$ cat src/include/soc_defines.svh
`ifndef SOC_DEFINES_SVH
`define SOC_DEFINES_SVH

// Byte-address width of the data memory, which gives 256 words
`define RAM_WIDTH 10

// Address windows on the memory bus, in word addresses
`define DATA_BASE 30'h000
`define DATA_SIZE 30'd256

`define UART_BASE 30'h100
`define UART_SIZE 30'd4

`endif

$ cat src/hw/mem_bus_pkg.sv
`default_nettype none

package mem_bus_pkg;

   // Command that a master puts on the shared memory bus next to its
   // address and write strobe
   typedef struct packed {
      logic        mem_read;
      logic [3:0]  mask_byte;   // One bit per byte lane
      logic [31:0] write_data;
   } bus_cmd_t;

   // Read data returned by the selected slave
   typedef logic [31:0] bus_result_t;

endpackage

`default_nettype wire

$ cat src/hw/master_bus_mux.sv
`timescale 1ns/1ps
`default_nettype none

module master_bus_mux #(
   parameter type TCmd    = mem_bus_pkg::bus_cmd_t,
   parameter type TResult = mem_bus_pkg::bus_result_t
) (
   input  logic        use_a_i,

   input  logic [29:0] address_a_i,
   input  logic        write_enable_a_i,
   input  TCmd         cmd_a_i,
   output TResult      result_a_o,

   input  logic [29:0] address_b_i,
   input  logic        write_enable_b_i,
   input  TCmd         cmd_b_i,
   output TResult      result_b_o,

   output logic [29:0] address_o,
   output logic        write_enable_o,
   output TCmd         cmd_o,
   input  TResult      result_i
);

   always_comb begin
      if (use_a_i) begin
         address_o      = address_a_i;
         write_enable_o = write_enable_a_i;
         cmd_o          = cmd_a_i;
      end else begin
         address_o      = address_b_i;
         write_enable_o = write_enable_b_i;
         cmd_o          = cmd_b_i;
      end

      // A strobe from the idle master must never reach the slaves
      a_we_from_owner: assert (!write_enable_o ||
                               (use_a_i ? write_enable_a_i : write_enable_b_i))
         else $error("Common write strobe not driven by the bus owner");
   end

   assign result_a_o = result_i; // Both masters see the same read data
   assign result_b_o = result_i;

endmodule

`default_nettype wire

$ cat config.mk
export PLATFORM = sky130hd
export DESIGN_NAME = master_bus_mux
export DESIGN_NICKNAME = d
export VERILOG_FILES = /design/src/include/soc_defines.svh /design/src/hw/mem_bus_pkg.sv /design/src/hw/master_bus_mux.sv
export SDC_FILE = /design/constraint.sdc
export NUM_CORES = 1
export LEC_CHECK = 0
export ABC_AREA = 1
export BUFFER_PORTS_ARGS = -buffer_cell sky130_fd_sc_hd__buf_2
export CORE_AREA = 10 10 108 110
export DETAILED_ROUTE_END_ITERATION = 7
export DIE_AREA = 0 0 118 120
export PLACE_DENSITY_LB_ADDON = 0.08
export SYNTH_ARGS = -nofsm -noshare
export SYNTH_HDL_FRONTEND = slang
export SYNTH_SLANG_ARGS = --single-unit
$ cat constraint.sdc
create_clock -name vclk -period 0.8
set_input_delay 0.08 -clock vclk [all_inputs]
set_output_delay 0.08 -clock vclk [all_outputs]
set_load 0.05 [all_outputs]
==> metrics.txt <==
max-cap viol count=0; Initial Utilization=14.19%; layout cells sized above 1=78.32%; post-synth top area share=56.51%; Hold Violations, Final=0; via count=2174; fin crit share=118.2%; Critical Path Max Stage Delay=0.14 ns; Pleak=2.046 nW; WP buf/inv=6; Slew HR=87.19%; cell mode on critical path=buf_12; io pins=301; Highest Clock Rate=1057 MHz; die span in y=120 um; worst path cell trace=buf_12, inv_8, buf_12, buf_12, buf_12, nand2_2, nand2_4, buf_8; total power=3.229 mW; GRT Overall Usage=11.63%; Slowest cell on crit path=buf_8; critical path class=input pin to primary output; nature of the critical path endpoint=primary output; Area growth, synth to finish=170.5%; syn_nets=453; Die Wd=118 um; status=finished, violations left; clkbuf count=0; DRC Markers=0; hold_buf cts=0; Data arrival, critical path=0.87 ns; synth unique cells=5; unrepaired setup endpoints after global routing=yes; crit path max fanout=7; total number of yosys warnings=0; Final min period=0.9458 ns; delay-heaviest family, CP=buffers and inverters; CP required=0.72 ns; Die ar.=14160 um2; global-route wire length before repair=13.70 mm; NumNets Final=600; cell row count=36; Antenna diodes=0; post-synthesis sequential area ratio=0%; Synth area leader=nand2_1; FFs & Latches=0; Starting DRT DRC Count=46; Area contributors post-synth=nand2_1, buf_4, buf_2; placed wire-length estimate=6.896 mm; vias in the first global route=2473; Max Slew Vio Count=0; final core occ=38.38%; commonest non-fill, non-tap cell in the layout=buf_2; final worst slack=-0.1458 ns; Mapped Area=1355 um2; Peak VDD IR=0.3795 mV; pin count of the biggest net entering global routing=31; Syn Inst Count=284; CP startpoint kind=input pin; commonest cells after routing, fill and taps aside=buf_2, nand2_1, nand2_4; sequential cell area=0 um2; P per Cell Area=881.0 nW/um2; Core ar.=9549 um2; IO Port Bufs=205; failing checks=negative setup slack; Routed WL per cell=15.80 um; Final ANT Viol Nets=0; Placer Congestion=0.7088; worst hold path class=input pin to primary output; Syn Area/Cell=4.771 um2; vias per cell=3.868; Worst-Margin Slew=0.1921 ns; First-pass DRT Iterations=4; gr ovfl total=0; initial antenna violation count=0; DRT Wirelength=8.880 mm; Final setup viols=68
path summary, 6_finish.rpt:
check,start,to,cells after the start
max,use_a_i,address_o[22],8
min,result_i[22],result_a_o[22],0
cells by family after synthesis:
family	after synthesis	share of synthesized area, %
and+or+nand+nor	204	56.51
buffers and inverters	80	43.49
report_power, final:
group / switching [mW] / internal, mW / leakage [nW]
Sequential: 0 / 0 / 0
Clock: 0 / 0 / 0
Combinational: 1.85 / 1.38 / 2.05
Total: 1.85 / 1.38 / 2.05
final cells by class:
cell class         count  area [um2]
multi-input cells    204        1474
repair buffers       224        2013
well taps            133       166.4
fillers             1022        5884
inverters              1       11.26
Yosys cell counts:
master and number:
buf_2 9, nand2_1 204, buf_4 66, inv_2 1, buf_6 4
metal layers:
metal	vias up	GRT usage, %	part of all wire (%)
li1	1067	-	-
met1	944	13.20	39
met2	146	20.50	50
met3	17	4.641	10
met4	0	1.777	1.6
met5	-	0	0
metrics by stage:
step | hold slack [ns] | instances | area [um2] | setup slack [ns] | TNS (ns)
after floorplan | 0.3182 | 284 | 1838 | -0.05947 | -0.4569
after global placement | 0.1605 | 551 | 2540 | -0.3167 | -16.94
after detailed placement | 0.1605 | 551 | 2540 | -0.3447 | -18.26
after CTS | 0.1605 | 562 | 3643 | -0.1479 | -6.987
after global routing | 0.1601 | 562 | 3665 | -0.1743 | -9.155
final | 0.1600 | 562 | 3665 | -0.1458 | -6.436
what timing repair did:
item,4_1_cts,5_1_grt
buffers inserted,7,0
pin swaps,2,0
gates resized for setup,266,7
endpoints found under the setup margin,68,68
cloned,6,0
(Power assumes the default switching activity.)
