===== config.mk =====
export PLATFORM = sky130hd
export DESIGN_NAME = controller_mem
export DESIGN_NICKNAME = d
export VERILOG_FILES = /design/src/include/soc_defines.svh /design/src/hw/mem_bus_pkg.sv /design/src/hw/cpu_mem_pkg.sv /design/src/hw/controller_mem.sv
export SDC_FILE = /design/constraint.sdc
export NUM_CORES = 1
export LEC_CHECK = 0
export ABC_CLOCK_PERIOD_IN_PS = 1800
export BUFFER_PORTS_ARGS = -buffer_cell sky130_fd_sc_hd__clkbuf_2
export CAP_MARGIN = 0
export CORE_ASPECT_RATIO = 1.75
export CORE_UTILIZATION = 34
export DETAILED_ROUTE_END_ITERATION = 10
export GPL_ROUTABILITY_DRIVEN = 0
export GPL_TIMING_DRIVEN = 1
export PLACE_DENSITY = 0.81
export REMOVE_ABC_BUFFERS = 1
export SYNTH_ARGS = -nofsm -noshare
export SYNTH_HDL_FRONTEND = slang
export SYNTH_SLANG_ARGS = --single-unit

===== constraint.sdc =====
create_clock -name vclk -period 1.8
set_input_delay 0.27 -clock vclk [all_inputs]
set_output_delay 0.27 -clock vclk [all_outputs]
set_load 0.005 [all_outputs]

===== src/include/soc_defines.svh =====
`ifndef SOC_DEFINES_SVH
`define SOC_DEFINES_SVH

// Byte-address width of the data memory, which gives 256 words
`define RAM_WIDTH 10

// Address windows on the memory bus, in word addresses
`define DATA_BASE 30'h000
`define DATA_SIZE 30'd256

`define UART_BASE 30'h100
`define UART_SIZE 30'd4

`endif


===== src/hw/mem_bus_pkg.sv =====
`default_nettype none

package mem_bus_pkg;

   // Command that a master puts on the shared memory bus next to its
   // address and write strobe
   typedef struct packed {
      logic        mem_read;
      logic [3:0]  mask_byte;   // One bit per byte lane
      logic [31:0] write_data;
   } bus_cmd_t;

   // Read data returned by the selected slave
   typedef logic [31:0] bus_result_t;

endpackage

`default_nettype wire


===== src/hw/cpu_mem_pkg.sv =====
`default_nettype none

package cpu_mem_pkg;

   // Memory operation requested by the core for the current instruction
   typedef enum logic [3:0] {
      MEM_NONE,
      LB,
      LH,
      LW,
      LBU,
      LHU,
      SB,
      SH,
      SW
   } mem_inst_type_t;

   // Byte lanes of a 32-bit word, lane 0 is the least significant byte
   typedef logic [3:0] byte_mask_t;

endpackage

`default_nettype wire


===== src/hw/controller_mem.sv =====
`timescale 1ns/1ps
`default_nettype none

module controller_mem (
   input  logic [1:0]                  byte_offset_i,
   input  cpu_mem_pkg::mem_inst_type_t inst_type_i,
   input  logic [31:0]                 write_data_i,
   output logic [31:0]                 read_data_o,
   output logic                        exception_o,

   input  mem_bus_pkg::bus_result_t    bus_result_i,
   output mem_bus_pkg::bus_cmd_t       cmd_o,
   output logic                        write_o
);

   import cpu_mem_pkg::*;

   byte_mask_t  lane_mask;
   logic        is_load;
   logic        is_store;
   logic        misaligned;
   logic [31:0] shifted;

   // Lane selection and alignment check
   always_comb begin
      lane_mask  = '0;
      misaligned = 1'b0;
      case (inst_type_i)
         LB, LBU, SB: begin
            lane_mask = byte_mask_t'(4'b0001 << byte_offset_i);
         end
         LH, LHU, SH: begin
            lane_mask  = byte_offset_i[1] ? 4'b1100 : 4'b0011;
            misaligned = byte_offset_i[0];
         end
         LW, SW: begin
            lane_mask  = 4'b1111;
            misaligned = |byte_offset_i;
         end
         default: begin
            lane_mask = '0;
         end
      endcase
   end

   assign is_load  = inst_type_i inside {LB, LH, LW, LBU, LHU};
   assign is_store = inst_type_i inside {SB, SH, SW};

   assign shifted = bus_result_i >> {byte_offset_i, 3'b000}; // Selected lanes moved to bit 0

   always_comb begin
      case (inst_type_i)
         SB:      cmd_o.write_data = {4{write_data_i[7:0]}};
         SH:      cmd_o.write_data = {2{write_data_i[15:0]}};
         default: cmd_o.write_data = write_data_i;
      endcase

      case (inst_type_i)
         LB:      read_data_o = {{24{shifted[7]}}, shifted[7:0]};
         LBU:     read_data_o = {24'h000000, shifted[7:0]};
         LH:      read_data_o = {{16{shifted[15]}}, shifted[15:0]};
         LHU:     read_data_o = {16'h0000, shifted[15:0]};
         LW:      read_data_o = bus_result_i;
         default: read_data_o = '0;
      endcase

      // Misaligned accesses never reach the bus
      cmd_o.mask_byte = misaligned ? 4'b0000 : lane_mask;
      cmd_o.mem_read  = is_load & ~misaligned;
      write_o         = is_store & ~misaligned;
      exception_o     = misaligned;

      a_no_read_write: assert (!(write_o && cmd_o.mem_read))
         else $error("Load and store strobes raised together");
   end

endmodule

`default_nettype wire


==> flow_summary.json <==
{
  "outcome": "complete, but fails checks",
  "violations": "negative setup slack",
  "regArea_um2": 0,
  "dpl.hpwl_mm": 4.647,
  "wl_per_cell_um": 13.80,
  "fp.coreArea_um2": 3866,
  "worst_slew_pin_slew_ps": 603.2,
  "layout_common_cells": "clkbuf_2, nand2_1, buf_4, a22o_1, mux2_2",
  "start_util_pct": 35.24,
  "drc": 0,
  "final_common_cell": "clkbuf_2",
  "antenna_found_initial": 0,
  "maxCapViolCount": 0,
  "cp_slowest_cell": "mux4_2",
  "viasPerCell": 5.384,
  "place_inst": 417,
  "setup.worst_path.end_class": "primary output",
  "fmax_mhz": 524.8,
  "grt_pass1_wl_mm": 8.811,
  "clockPowerShare_pct": 0,
  "slowest_delay_ps": 500,
  "wirelength_mm": 5.825,
  "placed_area_um2": 2328,
  "ant_nets": 0,
  "fin_ws_ps": -105.5,
  "switchingPower_mw": 0.2709,
  "finalInstanceArea_um2": 2522,
  "drive_gt1_share_pct": 61.76,
  "grt.overflow.total": 0,
  "dieArea_um2": 4275,
  "post-route-period-util_pct": 105.9,
  "antenna_cells": 0,
  "syn_to_final_growth_pct": 85.12,
  "first_iter_violations": 44,
  "hold_path_class": "input port to primary output",
  "num_rows": 30,
  "port_buffers": 141,
  "combinationalPowerShare_pct": 100.0,
  "vias": 2272,
  "first_global_vias": 2092,
  "io-pin-count": 141,
  "rsz0062_at_grt": "yes",
  "leakage_nw": 1.473,
  "setup_viol_count_final": 23,
  "design.seq.count": 0,
  "critPathRequiredTime_ps": 1530,
  "powerDensity_nw_per_um2": 232.8,
  "grt_max_degree": 25,
  "fin_crit_ps": 1905,
  "cp_data_arrival_time_ps": 1640,
  "dr.pass1.iters": 4,
  "final_nets": 446,
  "critPathMaxFanout": 7,
  "syn_area_um2": 1363,
  "syn_area_per_cell_um2": 6.427,
  "crit_path_start_kind": "input port",
  "internal_power_mw": 0.3162,
  "grt_usage_pct": 25.07,
  "ctsHoldBuffers": 0,
  "hold_viol": 0,
  "post-route-util_pct": 65.24,
  "drv_slew": 0,
  "pwr-share-seq_pct": 0,
  "relSlewSlack_pct": 59.57,
  "ir_drop_mv": 0.1155,
  "power.share.switching_pct": 46.14,
  "die_w_um": 49.86,
  "die_h_um": 85.75,
  "path_cells": "clkbuf_16 > mux4_2 > and4_4 > a31oi_4 > buf_6 > nand2_2 > clkbuf_2",
  "synth_cell_types": 39,
  "critPathKind": "input port to primary output",
  "ys_warn_count": 0,
  "syn_inst": 212,
  "n_clock_buffer": 0,
  "ys_seq_area_share_pct": 0,
  "min_path_cells": 2,
  "stdcell_count": 422
}
-- synthesized netlist by cell type (2+ instances only) --
| library cell | n | share of area (%) |
|---|---|---|
| nor3_1 | 4 | 1.5 |
| nor2_1 | 7 | 1.9 |
| a22o_1 | 23 | 15 |
| o22ai_1 | 2 | 0.92 |
| mux2i_1 | 9 | 6.6 |
| buf_6 | 2 | 1.7 |
| buf_2 | 8 | 2.9 |
| clkbuf_1 | 7 | 1.9 |
| o21ai_0 | 11 | 4.0 |
| o31ai_1 | 2 | 1.1 |
| a221o_1 | 8 | 5.9 |
| nor2b_1 | 4 | 1.8 |
| nand2_1 | 68 | 19 |
| mux2_2 | 17 | 14 |
| nand3_1 | 2 | 0.73 |
| buf_4 | 9 | 5.0 |
| a21oi_1 | 7 | 2.6 |
-- worst max-delay path: cells and delay by family --
family          cells  cell delay (ps)
compound gates      1              210
buf+inv             3              400
mux                 1              500
simple gates        2              250
-- power by group through the flow --
stage | Clock (mW) | Combinational [mW] | Sequential (mW)
CTS | 0 | 0.559 | 0
floorplan | 0 | 0.208 | 0
global route | 0 | 0.636 | 0
global placement | 0 | 0.524 | 0
finish | 0 | 0.587 | 0
detailed placement | 0 | 0.535 | 0
-- logic make-up (layout without fill, tap and decap cells) --
logic type	count (synthesis)	in the layout	share of synthesized area [%]
buffers and inverters	29	190	12.30
multiplexers	27	27	22.31
AO/OA/AOI/OAI	60	60	34.44
XOR/XNOR	1	1	0.6429
AND/OR/NAND/NOR	95	96	30.30
-- worst paths after layout --
path                  slack, ps             start         endpoint
worst min-delay path        750   write_data_i[5]         cmd_o[5]
worst max-delay path       -110  byte_offset_i[1]  read_data_o[22]
-- cell type report --
cell class | instances | area (µm²)
repair buffers | 188 | 1142
well taps | 48 | 60.06
multi-input cells | 184 | 1313
inverters | 2 | 7.507
fillers | 332 | 1344
-- repair_timing --
item,4_1_cts,5_1_grt
setup endpoints to repair,34,42
resized for setup,22,25
setup buffers,2,2
endpoints found under the hold margin,0,0
cloned,1,0
pin swaps,3,7
-- metal layers --
| metal | vias up | track usage (%) | wire, µm |
|---|---|---|---|
| met4 | 0 | 7.532 | 123 |
| met3 | 12 | 3.723 | 446 |
| met2 | 137 | 52.21 | 3275 |
| met5 | - | 0 | 0 |
| li1 | 1098 | - | - |
| met1 | 1025 | 23.65 | 1980 |
-- stage by stage --
stage	power, mW	setup TNS [ps]	setup WS, ps	hold slack [ps]
2_1_floorplan	0.2077	0	134.2	540.0
3_3_place_gp	0.5238	-5931	-220.3	749.0
3_5_place_dp	0.5347	-7246	-288.6	750.5
4_1_cts	0.5588	-1307	-78.36	751.4
5_1_grt	0.6360	-2322	-137.4	763.9
6_report	0.5871	-1662	-105.5	750.5
(Power assumes the default switching activity.)
