`config.mk`:
```
export PLATFORM = sky130hd
export DESIGN_NAME = slave_bus_mux
export DESIGN_NICKNAME = d
export VERILOG_FILES = /design/src/hw/mem_bus_pkg.sv /design/src/hw/slave_bus_mux.sv
export VERILOG_INCLUDE_DIRS = /design/src /design/src/include
export SDC_FILE = /design/constraint.sdc
export NUM_CORES = 1
export LEC_CHECK = 0
export ABC_AREA = 1
export BUFFER_PORTS_ARGS = -buffer_cell sky130_fd_sc_hd__clkbuf_2
export CORE_AREA = 2 2 117 119
export CTS_CLUSTER_SIZE = 10
export DETAILED_ROUTE_END_ITERATION = 8
export DIE_AREA = 0 0 119 121
export PLACE_DENSITY = 0.64
export SLEW_MARGIN = 20
export SYNTH_ARGS = -nofsm -noshare
export SYNTH_HDL_FRONTEND = slang
export SYNTH_SLANG_ARGS = --single-unit
```
`constraint.sdc`:
```
create_clock -name clk -period 2.7 [get_ports clk]
set_input_delay 0.27 -clock clk [delete_from_list [all_inputs] [get_ports clk]]
set_output_delay 0.27 -clock clk [all_outputs]
set_load 0.05 [all_outputs]
```
`src/include/soc_defines.svh`:
```
`ifndef SOC_DEFINES_SVH
`define SOC_DEFINES_SVH

// Byte-address width of the data memory, which gives 256 words
`define RAM_WIDTH 10

// Address windows on the memory bus, in word addresses
`define DATA_BASE 30'h000
`define DATA_SIZE 30'd256

`define UART_BASE 30'h100
`define UART_SIZE 30'd4

`endif

```
`src/hw/mem_bus_pkg.sv`:
```
`default_nettype none

package mem_bus_pkg;

   // Command that a master puts on the shared memory bus next to its
   // address and write strobe
   typedef struct packed {
      logic        mem_read;
      logic [3:0]  mask_byte;   // One bit per byte lane
      logic [31:0] write_data;
   } bus_cmd_t;

   // Read data returned by the selected slave
   typedef logic [31:0] bus_result_t;

endpackage

`default_nettype wire

```
`src/hw/slave_bus_mux.sv`:
```
`timescale 1ns/1ps
`default_nettype none

`include "soc_defines.svh"

module slave_bus_mux #(
   parameter type TCmd    = mem_bus_pkg::bus_cmd_t,
   parameter type TResult = mem_bus_pkg::bus_result_t
) (
   input  logic        clk,
   input  logic        reset_i,

   input  logic [29:0] address_i,
   input  logic        we_i,
   input  TCmd         cmd_i,
   output TResult      result_o,

   output logic [29:0] address_1_o,
   output logic        we_1_o,
   output TCmd         cmd_1_o,
   input  TResult      result_1_i,

   output logic [29:0] address_2_o,
   output logic        we_2_o,
   output TCmd         cmd_2_o,
   input  TResult      result_2_i,

   output logic        bus_fault_o
);

   logic [29:0] offset_1;
   logic [29:0] offset_2;
   logic        hit_1;
   logic        hit_2;
   logic        fault_q;

   // Unsigned wrap makes addresses below a base fall outside its window
   assign offset_1 = address_i - `DATA_BASE;
   assign offset_2 = address_i - `UART_BASE;
   assign hit_1    = offset_1 < `DATA_SIZE;
   assign hit_2    = offset_2 < `UART_SIZE;

   assign address_1_o = hit_1 ? offset_1 : '0;
   assign we_1_o      = we_i & hit_1;
   assign cmd_1_o     = hit_1 ? cmd_i : '0;

   assign address_2_o = hit_2 ? offset_2 : '0;
   assign we_2_o      = we_i & hit_2;
   assign cmd_2_o     = hit_2 ? cmd_i : '0;

   always_comb begin
      if (hit_1) begin
         result_o = result_1_i;
      end else if (hit_2) begin
         result_o = result_2_i;
      end else begin
         result_o = '0; // Unmapped reads return zero
      end
   end

   always_ff @(posedge clk) begin
      if (reset_i) begin
         fault_q <= 1'b0;
      end else if (we_i && !hit_1 && !hit_2) begin
         fault_q <= 1'b1; // Held until the next reset
      end
   end

   assign bus_fault_o = fault_q;

   a_one_slave_we: assert property (@(posedge clk) disable iff (reset_i)
      !(we_1_o && we_2_o))
      else $error("Write strobe routed to both slaves");

endmodule

`default_nettype wire

```
==> flow_summary.ini <==
[status]
outcome = completed

[timing]
final.setup.tns_ns = 0
setup_ws_ns = 0.2017
hold_ws_ns = 0.4252
maxSlewViolCount = 0
worst_clock_skew_ns = 0
period_share_pct = 92.53
fin_crit_ns = 2.498
fmaxAchievable_mhz = 400.3
setup_repair_after_global_routing_missed_its_margin = yes
report.final.setup_viol = 0
hold_violations = 0

[yosys]
synth.cell_area_sq_um = 2885
synth_area_per_cell_sq_um = 5.217
post_synth_inst_count = 553
yosysWarnings = 0
netlist-cell-type-count = 28
ys_seq_area_share_pct = 0.6938
ys_ff_latch = 1

[pwr]
p_comb_share_pct = 96.0
netSwitchingPower_mw = 0.2821
internal_power_mw = 0.1313
vdd_drop_max_v = 0.0001062
swShare_pct = 68.24
power.leakage_nw = 2.823
power.total_mw = 0.4134
clkPwrFrac_pct = 0
power-per-cell-area_nw_per_um2 = 88.23
power.share.sequential_pct = 4.0

[floorplan]
core_region_area_sq_um = 13090
core.rowCount = 42
die_width_um = 119
initial_core_util_pct = 22.05
floorplan.die.height_um = 121
io_pins = 303
dieArea_sq_um = 14400

[grt]
grt_max_degree = 43
grt_first_pass_wirelength_um = 16420
met2_usage_pct = 26.11
groute.layer.met1.usage_pct = 16.83
gr-usage-met3_pct = 1.269
overflow_left_after_global_routing = 0
groute.usage.overall_pct = 13.59
via_count_of_the_first_global_routing_pass = 3310
global_route_layer_with_the_greatest_usage = met2
antenna_violations_before_repair = 2

[layout]
layout.cells.most_common_list = sky130_fd_sc_hd__clkbuf_2 (188), sky130_fd_sc_hd__inv_1 (135), sky130_fd_sc_hd__nand2_1 (97), sky130_fd_sc_hd__nor2_1 (83), sky130_fd_sc_hd__conb_1 (46)
largest_reg_flops = 1
layout.filler_cells = 1474
layout_commonest_cell = sky130_fd_sc_hd__clkbuf_2
finalNonFillerCells = 973
fraction_of_layout_instances_using_a_drive_strength_above_1_pct = 41.64
final_util_pct = 35.81
syn2layout_area_growth_pct = 62.40
finalNetCount = 933
layout.cell_area.non_filler_sq_um = 4686

[detailed_routing]
detail_route.vias_per_cell = 4.078
drt-initial-drc-count = 161
drc = 0
remaining_antenna_violation_count = 0
wirelength_um = 11150
drt_first_pass_iters = 4
detail_route.wl_per_cell_um = 11.46
vias = 3968

[worst_setup_path]
r2r.worst_path.cells = 2
worstSetupStartpoint = address_i[9]
cp-end-kind = output port
worst-endpoint-arrival_ns = 2.23
rrSetupSlack_ns = 2.17
reg2reg_to = bus_fault_o
path_max_fanout = 42
cp-start-kind = input pin
worst_r2r_startpoint = bus_fault_o
cp.required_ns = 2.43
timing_worst_setup_path_type = input pin to output port
cp-endpoint = cmd_2_o[13]

[place]
place_area_sq_um = 4542
dp_slack_ns = 0.07006
port-buffer-count = 256
dp_cells = 971
gpl_congestion = 0.8526
hpwlAfterDp_um = 9389

[clock_network]
clk-insertion-delay-late_ns = 0
cts.reportedPaths.clkPinSlew_ns = 0

[job]
maximum_capacitance_violations = 0

[worst_hold_path]
worst_hold_launch = reset_i
min_path_type = input pin to register
-- worst min path at each step --
stage,end,slack [ns],cells after the start
finish,bus_fault_o,0.43,2
global route,bus_fault_o,0.44,2
CTS,bus_fault_o,0.43,2
detailed placement,bus_fault_o,0.43,2
global placement,bus_fault_o,0.43,2
floorplan,bus_fault_o,0.34,1
-- metal layers --
metal / part of all wire (%) / vias to the layer above
met5: 0 / -
met4: 0.57 / 0
met3: 5.3 / 2
met2: 52 / 146
met1: 42 / 1741
li1: - / 2079
-- timing repair --
action	CTS	global route
buffers inserted	0	0
hold buffers	0	0
endpoints found under the hold margin	0	0
endpoints found under the setup margin	0	73
resized for setup	0	111
-- synth_stat cells --
cell / instances / share of area (%)
sky130_fd_sc_hd__xnor2_1: 1 / 0.30
sky130_fd_sc_hd__conb_1: 1 / 0.13
sky130_fd_sc_hd__buf_6: 8 / 3.1
sky130_fd_sc_hd__nand3b_1: 7 / 1.8
sky130_fd_sc_hd__nand2_1: 97 / 13
sky130_fd_sc_hd__nor2_2: 6 / 1.3
sky130_fd_sc_hd__nor3_1: 4 / 0.69
sky130_fd_sc_hd__o21ai_0: 25 / 4.3
sky130_fd_sc_hd__nand3_4: 1 / 0.61
sky130_fd_sc_hd__xor2_1: 2 / 0.61
sky130_fd_sc_hd__ha_1: 2 / 0.87
sky130_fd_sc_hd__nor3_2: 40 / 14
sky130_fd_sc_hd__dfxtp_1: 1 / 0.69
sky130_fd_sc_hd__and2_1: 1 / 0.22
sky130_fd_sc_hd__clkbuf_1: 5 / 0.65
sky130_fd_sc_hd__inv_1: 135 / 18
sky130_fd_sc_hd__a21oi_1: 1 / 0.17
sky130_fd_sc_hd__nand4_1: 38 / 8.2
sky130_fd_sc_hd__buf_2: 12 / 2.1
sky130_fd_sc_hd__nand2_2: 2 / 0.43
sky130_fd_sc_hd__nor2_4: 4 / 1.6
sky130_fd_sc_hd__nand3_1: 13 / 2.3
sky130_fd_sc_hd__buf_1: 4 / 0.52
sky130_fd_sc_hd__buf_4: 46 / 12
sky130_fd_sc_hd__nor2_1: 83 / 11
sky130_fd_sc_hd__inv_2: 1 / 0.13
sky130_fd_sc_hd__nand3_2: 1 / 0.35
sky130_fd_sc_hd__o21ai_1: 12 / 2.1
-- worst max-delay path: stages --
cell,delay (ns)
sky130_fd_sc_hd__clkbuf_2,0.08
sky130_fd_sc_hd__inv_1,0.09
sky130_fd_sc_hd__buf_4,0.15
sky130_fd_sc_hd__nand3_4,0.11
sky130_fd_sc_hd__nor2_4,0.18
sky130_fd_sc_hd__nand2_1,0.10
sky130_fd_sc_hd__nand2_1,0.06
sky130_fd_sc_hd__nand2_1,0.10
sky130_fd_sc_hd__nor2_1,0.13
sky130_fd_sc_hd__nand2_1,0.09
sky130_fd_sc_hd__nor2_4,0.15
sky130_fd_sc_hd__nand2_2,0.08
sky130_fd_sc_hd__buf_12,0.19
sky130_fd_sc_hd__nor3_2,0.15
sky130_fd_sc_hd__clkbuf_4,0.25
-- cells by family after synthesis --
family	count (synthesis)	synth area share, %
buf+inv	211	36.04
flops	1	0.6939
simple gates	297	54.77
xor+xnor	3	0.9108
other cells	1	0.1300
compound gates	38	6.591
fa+ha+maj	2	0.8672
-- cell type report --
class | instances | area, sq um | area share, %
multi-input cells | 386 | 2044 | 43.63
repair buffers | 272 | 1886 | 40.24
inverters | 136 | 510.5 | 10.89
well taps | 176 | 220.2 | 4.700
flip-flops and latches | 1 | 20.02 | 0.4272
diodes | 2 | 5.005 | 0.1068
-- power groups by stage --
stage          registers, mW  clock network, mW  logic, mW
2_1_floorplan         0.0203                  0      0.308
3_3_place_gp          0.0166                  0      0.389
3_5_place_dp          0.0166                  0      0.391
4_1_cts               0.0166                  0      0.393
5_1_grt               0.0166       0.0000000991      0.435
6_report              0.0166       0.0000000991      0.397
No activity file was read; power rests on OpenSTA's default activity.
